`src/rtl/l1i_pkg.sv`:
```
package l1i_pkg;

   localparam int addr_w = 32;
   localparam int word_w = 32;

   // 16-byte lines, four instruction words each
   localparam int lg_line_bytes = 4;
   localparam int lg_words_per_line = lg_line_bytes - 2;
   localparam int words_per_line = 1 << lg_words_per_line;

   typedef logic [addr_w-1:0] addr_t;

   // word 0 sits in the low bits of the line
   typedef logic [words_per_line-1:0][word_w-1:0] line_t;

   typedef struct packed
   {
      addr_t pc;
      logic [word_w-1:0] data;
   } fetch_entry_t;

   typedef enum logic [2:0]
   {
      IDLE              = 3'd0,
      ACTIVE            = 3'd1,
      INJECT_RELOAD     = 3'd2,  // miss outstanding to memory
      RELOAD_TURNAROUND = 3'd3,
      FLUSH_CACHE       = 3'd4,
      WAIT_FOR_NOT_FULL = 3'd5
   } fetch_state_t;

endpackage
```
`src/rtl/icache_if.sv`:
```
`timescale 1ns/100ps

interface icache_if #(parameter int lg_num_sets = 4);
   import l1i_pkg::*;

   logic lookup_en;
   addr_t lookup_pc;

   logic fill_en;
   addr_t fill_addr;           // line aligned
   line_t fill_line;

   logic flush_en;
   logic [lg_num_sets-1:0] flush_idx;

   // answer to the lookup of the previous cycle
   logic hit;
   logic [word_w-1:0] hit_word;

   modport ctrl (output lookup_en, lookup_pc, fill_en, fill_addr, fill_line,
                 output flush_en, flush_idx, input hit, hit_word);

   modport arrays (input lookup_en, lookup_pc, fill_en, fill_addr, fill_line,
                   input flush_en, flush_idx, output hit, hit_word);

endinterface

```
`src/rtl/l1i_top.sv`:
```
`timescale 1ns/100ps

module l1i_top #(
   parameter int lg_num_sets = 4,
   parameter int lg_fq_entries = 3
)
(
   input logic clk,
   input logic reset,
   input logic restart_valid,
   input l1i_pkg::addr_t restart_pc,
   output logic restart_ack,
   input logic flush_req,
   output logic flush_complete,
   output logic mem_req_valid,
   output l1i_pkg::addr_t mem_req_addr,
   input logic mem_rsp_valid,
   input l1i_pkg::line_t mem_rsp_data,
   output logic insn_valid,
   output l1i_pkg::addr_t insn_pc,
   output logic [l1i_pkg::word_w-1:0] insn_data,
   input logic insn_ack
);
   import l1i_pkg::*;

   logic fq_push;
   fetch_entry_t fq_push_entry;
   logic fq_clear;
   logic fq_full;
   logic fq_empty;
   logic fq_pop;
   fetch_entry_t fq_head;

   icache_if #(.lg_num_sets(lg_num_sets)) cache_bus ();

   fetch_ctrl #(.lg_num_sets(lg_num_sets)) u_ctrl (
      .clk(clk),
      .reset(reset),
      .restart_valid(restart_valid),
      .restart_pc(restart_pc),
      .restart_ack(restart_ack),
      .flush_req(flush_req),
      .flush_complete(flush_complete),
      .mem_req_valid(mem_req_valid),
      .mem_req_addr(mem_req_addr),
      .mem_rsp_valid(mem_rsp_valid),
      .mem_rsp_data(mem_rsp_data),
      .cache(cache_bus),
      .push(fq_push),
      .push_entry(fq_push_entry),
      .clear(fq_clear),
      .full(fq_full)
   );

   icache_arrays #(.lg_num_sets(lg_num_sets)) u_arrays (
      .clk(clk),
      .reset(reset),
      .cache(cache_bus)
   );

   fetch_queue #(.lg_fq_entries(lg_fq_entries)) u_fq (
      .clk(clk),
      .reset(reset),
      .push(fq_push),
      .push_entry(fq_push_entry),
      .pop(fq_pop),
      .clear(fq_clear),
      .full(fq_full),
      .empty(fq_empty),
      .head(fq_head)
   );

   assign insn_valid = !fq_empty;
   assign fq_pop = insn_ack && insn_valid;   // ack ignored on an empty queue
   assign insn_pc = fq_head.pc;
   assign insn_data = fq_head.data;

endmodule

```
`src/rtl/fetch_ctrl.sv`:
```
`timescale 1ns/100ps

module fetch_ctrl #(parameter int lg_num_sets = 4)
(
   input logic clk,
   input logic reset,
   input logic restart_valid,
   input l1i_pkg::addr_t restart_pc,
   output logic restart_ack,
   input logic flush_req,
   output logic flush_complete,
   output logic mem_req_valid,
   output l1i_pkg::addr_t mem_req_addr,
   input logic mem_rsp_valid,
   input l1i_pkg::line_t mem_rsp_data,
   icache_if.ctrl cache,
   output logic push,
   output l1i_pkg::fetch_entry_t push_entry,
   output logic clear,
   input logic full
);
   import l1i_pkg::*;

   fetch_state_t r_state, n_state;
   addr_t r_pc, n_pc;               // next pc to look up
   addr_t r_cache_pc, n_cache_pc;   // pc under lookup
   addr_t r_miss_pc, n_miss_pc;     // pc to retry after miss or full queue
   addr_t r_restart_pc;
   addr_t r_mem_req_addr, n_mem_req_addr;
   logic r_req, n_req;
   logic r_restart_req, n_restart_req;
   logic r_flush_req, n_flush_req;
   logic r_restart_ack;
   logic r_flush_complete, n_flush_complete;
   logic r_mem_req_valid, n_mem_req_valid;
   logic [lg_num_sets-1:0] r_flush_idx, n_flush_idx;

   logic t_can_redirect;
   logic t_take_flush;
   logic t_take_restart;
   logic t_miss;
   logic t_lookup;
   addr_t t_lookup_pc;

   assign restart_ack = r_restart_ack;
   assign flush_complete = r_flush_complete;
   assign mem_req_valid = r_mem_req_valid;
   assign mem_req_addr = r_mem_req_addr;

   assign cache.lookup_en = t_lookup;
   assign cache.lookup_pc = t_lookup_pc;
   assign cache.fill_en = (r_state == INJECT_RELOAD) && mem_rsp_valid;
   assign cache.fill_addr = r_mem_req_addr;
   assign cache.fill_line = mem_rsp_data;
   assign cache.flush_en = (r_state == FLUSH_CACHE);
   assign cache.flush_idx = r_flush_idx;

   assign push_entry.pc = r_cache_pc;
   assign push_entry.data = cache.hit_word;

   // a pending flush holds off any restart
   assign t_can_redirect = (r_state != INJECT_RELOAD) && (r_state != FLUSH_CACHE);
   assign t_take_flush = t_can_redirect && r_flush_req;
   assign t_take_restart = t_can_redirect && r_restart_req && !r_flush_req;
   assign t_miss = r_req && !cache.hit;
   assign clear = t_take_flush || t_take_restart;

   assign n_restart_req = restart_valid || (r_restart_req && !t_take_restart);
   assign n_flush_req = flush_req || (r_flush_req && !t_take_flush);

   always_comb
   begin
      n_state = r_state;
      n_pc = r_pc;
      n_cache_pc = r_cache_pc;
      n_miss_pc = r_miss_pc;
      n_req = 1'b0;
      n_mem_req_valid = 1'b0;
      n_mem_req_addr = r_mem_req_addr;
      n_flush_idx = r_flush_idx;
      n_flush_complete = 1'b0;
      t_lookup = 1'b0;
      t_lookup_pc = r_pc;
      push = 1'b0;
      if (t_take_flush)
      begin
         n_state = FLUSH_CACHE;
         n_flush_idx = '0;
      end
      else if (t_take_restart)
      begin
         n_state = ACTIVE;
         n_pc = r_restart_pc;
      end
      else
      begin
         case (r_state)
            ACTIVE:
            begin
               if (t_miss)
               begin
                  n_state = INJECT_RELOAD;
                  n_miss_pc = r_cache_pc;
                  n_mem_req_valid = 1'b1;
                  n_mem_req_addr = {r_cache_pc[addr_w-1:lg_line_bytes], {lg_line_bytes{1'b0}}};
               end
               else if (cache.hit && full)
               begin
                  n_state = WAIT_FOR_NOT_FULL;
                  n_miss_pc = r_cache_pc;
               end
               else
               begin
                  push = cache.hit;
                  t_lookup = 1'b1;
               end
            end
            INJECT_RELOAD:
               if (mem_rsp_valid)
                  n_state = RELOAD_TURNAROUND;
            RELOAD_TURNAROUND:
            begin
               t_lookup = 1'b1;
               t_lookup_pc = r_miss_pc;
               n_state = ACTIVE;
            end
            WAIT_FOR_NOT_FULL:
               if (!full)
               begin
                  t_lookup = 1'b1;
                  t_lookup_pc = r_miss_pc;
                  n_state = ACTIVE;
               end
            FLUSH_CACHE:
            begin
               n_flush_idx = r_flush_idx + 1'b1;
               if (&r_flush_idx)
               begin
                  n_flush_complete = 1'b1;
                  n_state = IDLE;
               end
            end
            default:
            begin
            end
         endcase
      end
      if (t_lookup)
      begin
         n_req = 1'b1;
         n_cache_pc = t_lookup_pc;
         n_pc = t_lookup_pc + 32'd4;   // no prediction, always sequential
      end
   end

   always_ff @(posedge clk)
   begin
      if (reset)
      begin
         r_state <= IDLE;
         r_req <= 1'b0;
         r_restart_req <= 1'b0;
         r_flush_req <= 1'b0;
         r_restart_ack <= 1'b0;
         r_flush_complete <= 1'b0;
         r_mem_req_valid <= 1'b0;
         r_flush_idx <= '0;
      end
      else
      begin
         r_state <= n_state;
         r_req <= n_req;
         r_restart_req <= n_restart_req;
         r_flush_req <= n_flush_req;
         r_restart_ack <= t_take_restart;
         r_flush_complete <= n_flush_complete;
         r_mem_req_valid <= n_mem_req_valid;
         r_flush_idx <= n_flush_idx;
      end
   end

   always_ff @(posedge clk)
   begin
      r_pc <= n_pc;
      r_cache_pc <= n_cache_pc;
      r_miss_pc <= n_miss_pc;
      r_mem_req_addr <= n_mem_req_addr;
      if (restart_valid)
         r_restart_pc <= restart_pc;
   end

endmodule

```
`src/rtl/fetch_queue.sv`:
```
`timescale 1ns/100ps

module fetch_queue #(parameter int lg_fq_entries = 3)
(
   input logic clk,
   input logic reset,
   input logic push,
   input l1i_pkg::fetch_entry_t push_entry,
   input logic pop,
   input logic clear,
   output logic full,
   output logic empty,
   output l1i_pkg::fetch_entry_t head
);
   import l1i_pkg::*;

   localparam int num_entries = 1 << lg_fq_entries;

   fetch_entry_t r_entries [num_entries];

   // extra msb tells a full ring from an empty one
   logic [lg_fq_entries:0] r_head_ptr;
   logic [lg_fq_entries:0] r_tail_ptr;

   assign empty = (r_head_ptr == r_tail_ptr);
   assign full = (r_head_ptr[lg_fq_entries] != r_tail_ptr[lg_fq_entries]) &&
                 (r_head_ptr[lg_fq_entries-1:0] == r_tail_ptr[lg_fq_entries-1:0]);

   assign head = r_entries[r_head_ptr[lg_fq_entries-1:0]];

   always_ff @(posedge clk)
   begin
      if (reset || clear)
      begin
         r_head_ptr <= '0;
         r_tail_ptr <= '0;
      end
      else
      begin
         if (push)
            r_tail_ptr <= r_tail_ptr + 1'b1;
         if (pop)
            r_head_ptr <= r_head_ptr + 1'b1;
      end
   end

   always_ff @(posedge clk)
   begin
      if (push && !clear)
         r_entries[r_tail_ptr[lg_fq_entries-1:0]] <= push_entry;
   end

   // consumer side is gated by insn_valid at the top level
   assert property (@(posedge clk) disable iff (reset) !(pop && empty));

   // a push into a full ring would overwrite the oldest entry
   assert property (@(posedge clk) disable iff (reset) push |-> !full);

endmodule

```
`src/rtl/icache_arrays.sv`:
```
`timescale 1ns/100ps

module icache_arrays #(parameter int lg_num_sets = 4)
(
   input logic clk,
   input logic reset,
   icache_if.arrays cache
);
   import l1i_pkg::*;

   localparam int num_sets = 1 << lg_num_sets;
   localparam int idx_hi = lg_line_bytes + lg_num_sets;
   localparam int tag_w = addr_w - idx_hi;

   logic [num_sets-1:0] r_valid;
   logic [tag_w-1:0] r_tags [num_sets];
   line_t r_lines [num_sets];

   // lookup address split, held for the decide cycle
   logic r_lookup;
   logic [lg_num_sets-1:0] r_idx;
   logic [tag_w-1:0] r_tag;
   logic [lg_words_per_line-1:0] r_word;

   logic [lg_num_sets-1:0] t_fill_idx;

   assign t_fill_idx = cache.fill_addr[idx_hi-1:lg_line_bytes];

   always_ff @(posedge clk)
   begin
      if (reset)
      begin
         r_valid <= '0;
         r_lookup <= 1'b0;
      end
      else
      begin
         r_lookup <= cache.lookup_en;
         if (cache.fill_en)
            r_valid[t_fill_idx] <= 1'b1;
         else if (cache.flush_en)
            r_valid[cache.flush_idx] <= 1'b0;   // one set per cycle
      end
   end

   always_ff @(posedge clk)
   begin
      if (cache.lookup_en)
      begin
         r_idx <= cache.lookup_pc[idx_hi-1:lg_line_bytes];
         r_tag <= cache.lookup_pc[addr_w-1:idx_hi];
         r_word <= cache.lookup_pc[lg_line_bytes-1:2];
      end
      if (cache.fill_en)
      begin
         r_tags[t_fill_idx] <= cache.fill_addr[addr_w-1:idx_hi];
         r_lines[t_fill_idx] <= cache.fill_line;
      end
   end

   assign cache.hit = r_lookup && r_valid[r_idx] && (r_tags[r_idx] == r_tag);
   assign cache.hit_word = r_lines[r_idx][r_word];

   // refill only happens while waiting on memory, flush walk has the arrays alone
   assert property (@(posedge clk) disable iff (reset) !(cache.fill_en && cache.flush_en));

endmodule

```
`config.mk`:
```
export PLATFORM = sky130hd
export DESIGN_NAME = l1i_top
export DESIGN_NICKNAME = d
export VERILOG_FILES = /design/src/rtl/l1i_pkg.sv /design/src/rtl/icache_if.sv /design/src/rtl/l1i_top.sv /design/src/rtl/fetch_ctrl.sv /design/src/rtl/fetch_queue.sv /design/src/rtl/icache_arrays.sv
export SDC_FILE = /design/constraint.sdc
export NUM_CORES = 2
export LEC_CHECK = 0
export BUFFER_PORTS_ARGS = -buffer_cell sky130_fd_sc_hd__clkbuf_2
export CORE_MARGIN = 8
export CORE_UTILIZATION = 32
export CTS_CLUSTER_DIAMETER = 40
export CTS_CLUSTER_SIZE = 10
export DETAILED_ROUTE_END_ITERATION = 10
export HOLD_SLACK_MARGIN = 0.12
export PLACE_DENSITY_LB_ADDON = 0.3
export SLEW_MARGIN = 20
export SYNTH_ARGS = -nofsm -noshare
export SYNTH_HDL_FRONTEND = slang
export SYNTH_SLANG_ARGS = --single-unit
```
`constraint.sdc`:
```
create_clock -name clk -period 16.9 [get_ports clk]
set_input_delay 1.69 -clock clk [delete_from_list [all_inputs] [get_ports clk]]
set_output_delay 1.69 -clock clk [all_outputs]
set_load 0.02 [all_outputs]
```
Word-level counts from Yosys, hierarchy flattened:

Memories as Yosys holds them, arrays and structs flattened. A register that Yosys moved wholly into a read port is not among the register bits.
Cells that the tools add are included.

* order comparisons: 6
* muxes and demuxes: 49
* bitwise gates (word level): 7
* add/subtract/negate cells: 4
* equal/unequal tests: 24
* reduce and logical (&&, ||, !) cells: 44

Operators by type and width (count)
* 2-to-1 mux 32 bit: 9
* binary-select mux 32 bit (select 2 bit): 1
* one-hot mux 32 bit (2 select lines): 1
* adder 32 x 3 -> 32 bit, second input constant: 1
* 2-to-1 mux 16 bit: 2
* 2-to-1 mux 3 bit: 9
* equality test 24 bit: 1
* 2-to-1 mux 1 bit: 20
* bitwise AND 16 bit: 1
* logical AND 1 bit: 16
* inverter 16 bit: 1
* OR 16 bit: 1
* < comparator 4 x 5 -> 1 bit, second input constant: 3
* one-hot mux 3 bit (5 select lines): 1
* AND reduction 5 bit: 3
* adder 4 x 1 -> 4 bit, second input constant: 3
* AND reduction 4 bit: 3
* demux 1 bit (select 4 bit): 2
* greater-or-equal comparator 4 x 1 -> 1 bit, second input constant: 2
* 2-to-1 mux 4 bit: 2
* != test 4 x 1 -> 1 bit, second input constant: 2
* OR reduction 4 bit: 2
* nonzero test 7 bit: 1
* equality test 3 x 2 -> 1 bit, second input constant: 2
* other kinds (25): 45

* input port bits: 166
* output and inout port bits: 100
* bits in writable memories: 2944
* memories: 3
* flip-flop bits (word level): 224

Memory list
* u_arrays.r_lines: words 16, width 128, rd ports 1, clocked after memory_dff 1, wr ports 1, RTL line icache_arrays.sv:17 `line_t r_lines [num_sets];`
* u_fq.r_entries: words 8, width 64, rd ports 1, clocked after memory_dff 1, wr ports 1, RTL line fetch_queue.sv:19 `fetch_entry_t r_entries [num_entries];`
* u_arrays.r_tags: words 16, width 24, rd ports 1, clocked after memory_dff 1, wr ports 1, RTL line icache_arrays.sv:16 `logic [tag_w-1:0] r_tags [num_sets];`

Logic depth before layout (Yosys ltp):

* depth in word-level cells: 13
* depth in mapped cells: 15
* gate-level depth less buffers: 11

Cells and area by module:

A second synthesis with hierarchy kept.

* cell total of the unflattened synthesis: 5235
* area, all modules: 122597.6 sq um

Modules (own cells, without submodules)
* icache_arrays: cells an instance 3711, sequential area each 74351.3 sq um, area an instance 94197.8 sq um, times used 1
* fetch_queue: cells an instance 798, sequential area each 15595.0 sq um, area an instance 19717.7 sq um, times used 1
* fetch_ctrl: cells an instance 724, sequential area each 4944.7 sq um, area an instance 8672.1 sq um, times used 1
* l1i_top: cells an instance 2, sequential area each 0.0 sq um, area an instance 10.0 sq um, times used 1

Least setup slack after synthesis:

OpenSTA, ideal clock, no wires.

* path type: in2reg
* start point: input mem_rsp_valid
* end point: memory u_arrays.r_lines[8][0] (netlist name) (enable)
* data required time: 16048 ps
* slack: 3575 ps
* arrival time: 12473 ps
* setup time: 852 ps
* cell stages on the path: 4
* buffers on the path: 0
* cell sequence: nand2_1 -> nor4_1 -> nand2_1 -> nor3_1

* longest elaborated chain between the ends: 3

Ends and longest elaborated chain
* start: declaration: RTL line l1i_top.sv:17 `input logic mem_rsp_valid,`
* logical AND 1 bit: RTL line fetch_ctrl.sv:52 `assign cache.fill_en = (r_state == INJECT_RELOAD) && mem_rsp_valid;`
* 2-to-1 mux 1 bit: RTL line icache_arrays.sv:54 `if (cache.fill_en)`
* 2-to-1 mux 1 bit (not written as such): RTL line icache_arrays.sv:57 `r_lines[t_fill_idx] <= cache.fill_line;`
* end: declaration: RTL line icache_arrays.sv:17

No other way between the ends.

==> summary.log <==
qor: worst_setup_path.wp_data_arrival 8460 ps
qor: global_routing.grt_pass1_wl 446 mm
qor: synthesis.netlist.area_leader.share 77.3%
qor: worst_setup_path.reg2reg_slack 9040 ps
qor: clock_network.cts.hold.buffers_added 0
qor: outcome.status finished clean
qor: timing.relSlewSlack 19.0%
qor: route.vias 55799
qor: route.via_per_inst 5.11
qor: synthesis.dominantRegCellSynth edfxtp_1
qor: finish.drive_above_1_share 33.6%
qor: worst_setup_path.worst_setup_path_end_kind register
qor: worst_setup_path.crit-reg2reg-capture u_fq.r_entries[5][21]
qor: die.ios 266
qor: timing.timing.final.crit_period 7860 ps
qor: die.dieWidth 629 microns
qor: clock_network.postCtsSetupBuffers 0
qor: clock_network.cts_buffers 422
qor: route.wl_met1 134 mm
qor: worst_setup_path.crit_path_end u_fq.r_entries[5][21]
qor: timing.layout_worst_path_cycle_share 46.5%
qor: synthesis.cell_accounting_for_the_most_synthesized_area edfxtp_1
qor: power.finalPower 17600 uW
qor: clock_network.clkLatencyLatePin 930 ps
qor: die.fp.coreArea 375000 sq um
qor: clock_network.clockRootBuffer clkbuf_16
qor: route.drt_pass1_iterations 5
qor: synthesis.yosys_warnings 0
qor: power.power.combinational.fraction 3.9%
qor: finish.design_area 141000 sq um
qor: synthesis.synth_sequential_area_ratio 78.0%
qor: synthesis.synth.cell_area 120000 sq um
qor: global_routing.antenna_violations_before_repair 74
qor: clock_network.cts.clk_slew.worst_paths 50 ps
qor: route.met2RoutedLength 156 mm
qor: power.seq_power_share 49.0%
qor: synthesis.synth-edff-count 3100
qor: finish.synthToLayoutAreaGrowth 17.4%
qor: timing.timing.fmax 0.127 GHz
qor: finish.stdcell_count 10924
qor: route.drt_first_iter_violations 5224
qor: synthesis.netlist_top_cells_count 3100 x edfxtp_1, 863 x mux4_2, 138 x nand2_1
qor: clock_network.clock_tree.buffer_depth 4
qor: timing.worst_pin_slew 1220 ps
qor: worst_setup_path.rr_worst_depth 9
qor: timing.report.final.slew_viol_count 0
qor: clock_network.htree_depth 5
qor: clock_network.cts_sinks 3144
qor: placement.placedInstanceArea 128000 sq um
qor: worst_setup_path.path_class register to register
qor: timing.setup_viol 0
qor: power.p_per_area 125 nW/um^2
qor: die.initial_core_utilization 32.1%
qor: timing.total_count_of_hold_check_failures_in_the_final_report 0
qor: worst_setup_path.critPathLaunchType register
qor: power.clock_power_share 47.0%
qor: synthesis.synth_most_common_cell edfxtp_1
qor: placement.dp_hpwl 174 mm
qor: clock_network.post_cts.resized_instances 0
qor: worst_setup_path.cp_data_required_time 17510 ps
qor: route.met3RoutedLength 17.2 mm
qor: run.timing.max_cap.violations 0
qor: power.power_switching_share 20.6%
qor: die.floorplan.die.height 629 microns
qor: global_routing.grt_max_degree 158
qor: worst_setup_path.crit_path_max_fanout 84
qor: global_routing.globalRouteOverflowTotal 0
qor: clock_network.tritoncts_clock_tree built
qor: worst_hold_path.hp-class register to register
qor: route.route.detailed.wl_per_inst 28.8 microns
qor: power.power.leakage 0.0441 uW
qor: global_routing.grt_use_total 15.4%
qor: route.highest_layer met5
qor: power.power.internal 14000 uW
qor: timing.rsz_0062_raised_after_global_routing no
qor: synthesis.synth.ff_latch_count 3144
qor: die.rows 225
qor: global_routing.number_of_global_route_vias_before_repair 58430
qor: die.die_area 396000 sq um
qor: finish.design.final.nets 5815
qor: synthesis.netlist-cell-type-count 72
qor: timing.fin_worst_skew 63.7 ps
qor: route.drt_drc_violations_left 0
qor: route.antenna_violating_nets_post_route 0
qor: power.worst_ir_drop_vdd 0.0830 mV
qor: synthesis.synth_async_sr_flop_share 0%
qor: synthesis.cells_after_synthesis 5075
qor: placement.gp_congestion 0.758
qor: synthesis.yosys-top-cells-area edfxtp_1 77%, mux4_2 16%, mux2_2 1.1%, mux2i_1 0.88%, dfxtp_1 0.73%
qor: placement.port_buffers 261
qor: power.power_switching 3630 uW
qor: timing.totalNegativeSetupSlack 0 ps
qor: placement.dp.cells 10210
qor: route.wl 314 mm
qor: synthesis.post_synth.cell_area_avg 23.7 sq um
==> critical path, stage by stage (launching register included) <==
cell and delay [ps]:
dfxtp_4 830, buf_4 760, buf_12 620, buf_4 730, buf_4 850, buf_4 810
buf_4 840, mux4_2 600, mux4_2 510, mux4_2 570
==> layer usage <==
metal  global-route usage [%]  up-vias
li1                         -    22846
met3                     2.65      499
met5                        0        -
met2                     26.2     1753
met4                     3.52       32
met1                     20.9    30669
==> power groups by stage <==
| stage | Sequential (uW) | Combinational [uW] | Clock [uW] |
|---|---|---|---|
| finish | 8630 | 694 | 8280 |
| global route | 8630 | 747 | 8760 |
| CTS | 8630 | 706 | 8460 |
| detailed placement | 8780 | 704 | 0 |
| global placement | 8780 | 690 | 0 |
| floorplan | 8770 | 464 | 0 |
==> cell families (layout without fill, tap and decap cells) <==
family                     count (synthesis)  after routing  synth area share [%]
AOI/OAI and AO/OA                        142            142                 0.848
and+or+nand+nor                          354            354                  1.38
buffers and inverters                    276           1111                  1.05
xor gates and xnor gates                  65             65                 0.479
other                                      1             21               0.00311
adders and majority gates                  7              7                0.0727
DFF                                     3144           3144                  78.0
muxes                                   1086           1086                  18.1
==> cells in the final DEF, fill, tap and decap left out, drive strengths merged, types with 25 or more instances in the layout <==
cell type and n:
mux2i 106, mux4 863, bufinv 31, o21ai 25, edfxtp 3100, nand2 138, clkbuf 759, inv 40
nand3 34, xnor2 42, nor2 72, buf 131, mux2 117, clkinv 133, dfxtp 44
==> registers in the layout, summed over array words and instances (netlist names), 3 cells and up, named ones only <==
register                count
u_arrays.r_lines         2048
u_ctrl.r_restart_pc        32
u_fq.r_tail_ptr             4
u_ctrl.r_pc                32
u_fq.r_entries            512
u_ctrl.r_cache_pc          31
u_ctrl.cache.fill_addr     28
u_fq.r_head_ptr             4
u_ctrl.r_state              3
u_ctrl.r_miss_pc           32
u_ctrl.cache.flush_idx      4
u_arrays.r_tags           384
u_arrays.r_valid           16
==> layout make-up <==
class / instances / area, sq um
fillers: 33498 / 234000
well taps: 4994 / 6250
multi-input cells: 1658 / 25400
flip-flops and latches: 3144 / 94000
clock inverters: 197 / 2070
diodes: 17 / 42.5
clock buffers: 498 / 11000
repair buffers: 392 / 2480
inverters: 24 / 92.6
==> stage by stage <==
step / utilization (%) / hold slack (ps) / worst slack [ps]
after floorplan: - / 451 / 3580
after global placement: 34.2 / 472 / 8660
after detailed placement: 34.2 / 489 / 8620
after CTS: 37.7 / 496 / 8610
after global routing: 37.7 / 523 / 8330
final: 37.7 / 498 / 9040
==> worst min path at each step <==
stage / start / end / slack (ps) / cells past startpoint
CTS: u_arrays.r_valid[3] / u_arrays.r_valid[3] / 500 / 2
detailed placement: u_arrays.r_valid[15] / u_arrays.r_valid[15] / 490 / 2
floorplan: u_arrays.r_valid[15] / u_arrays.r_valid[15] / 450 / 2
finish: u_arrays.r_valid[3] / u_arrays.r_valid[3] / 500 / 2
global route: u_arrays.r_valid[3] / u_arrays.r_valid[3] / 520 / 2
global placement: u_arrays.r_valid[15] / u_arrays.r_valid[15] / 470 / 2
No activity file was read; power rests on OpenSTA's default activity.
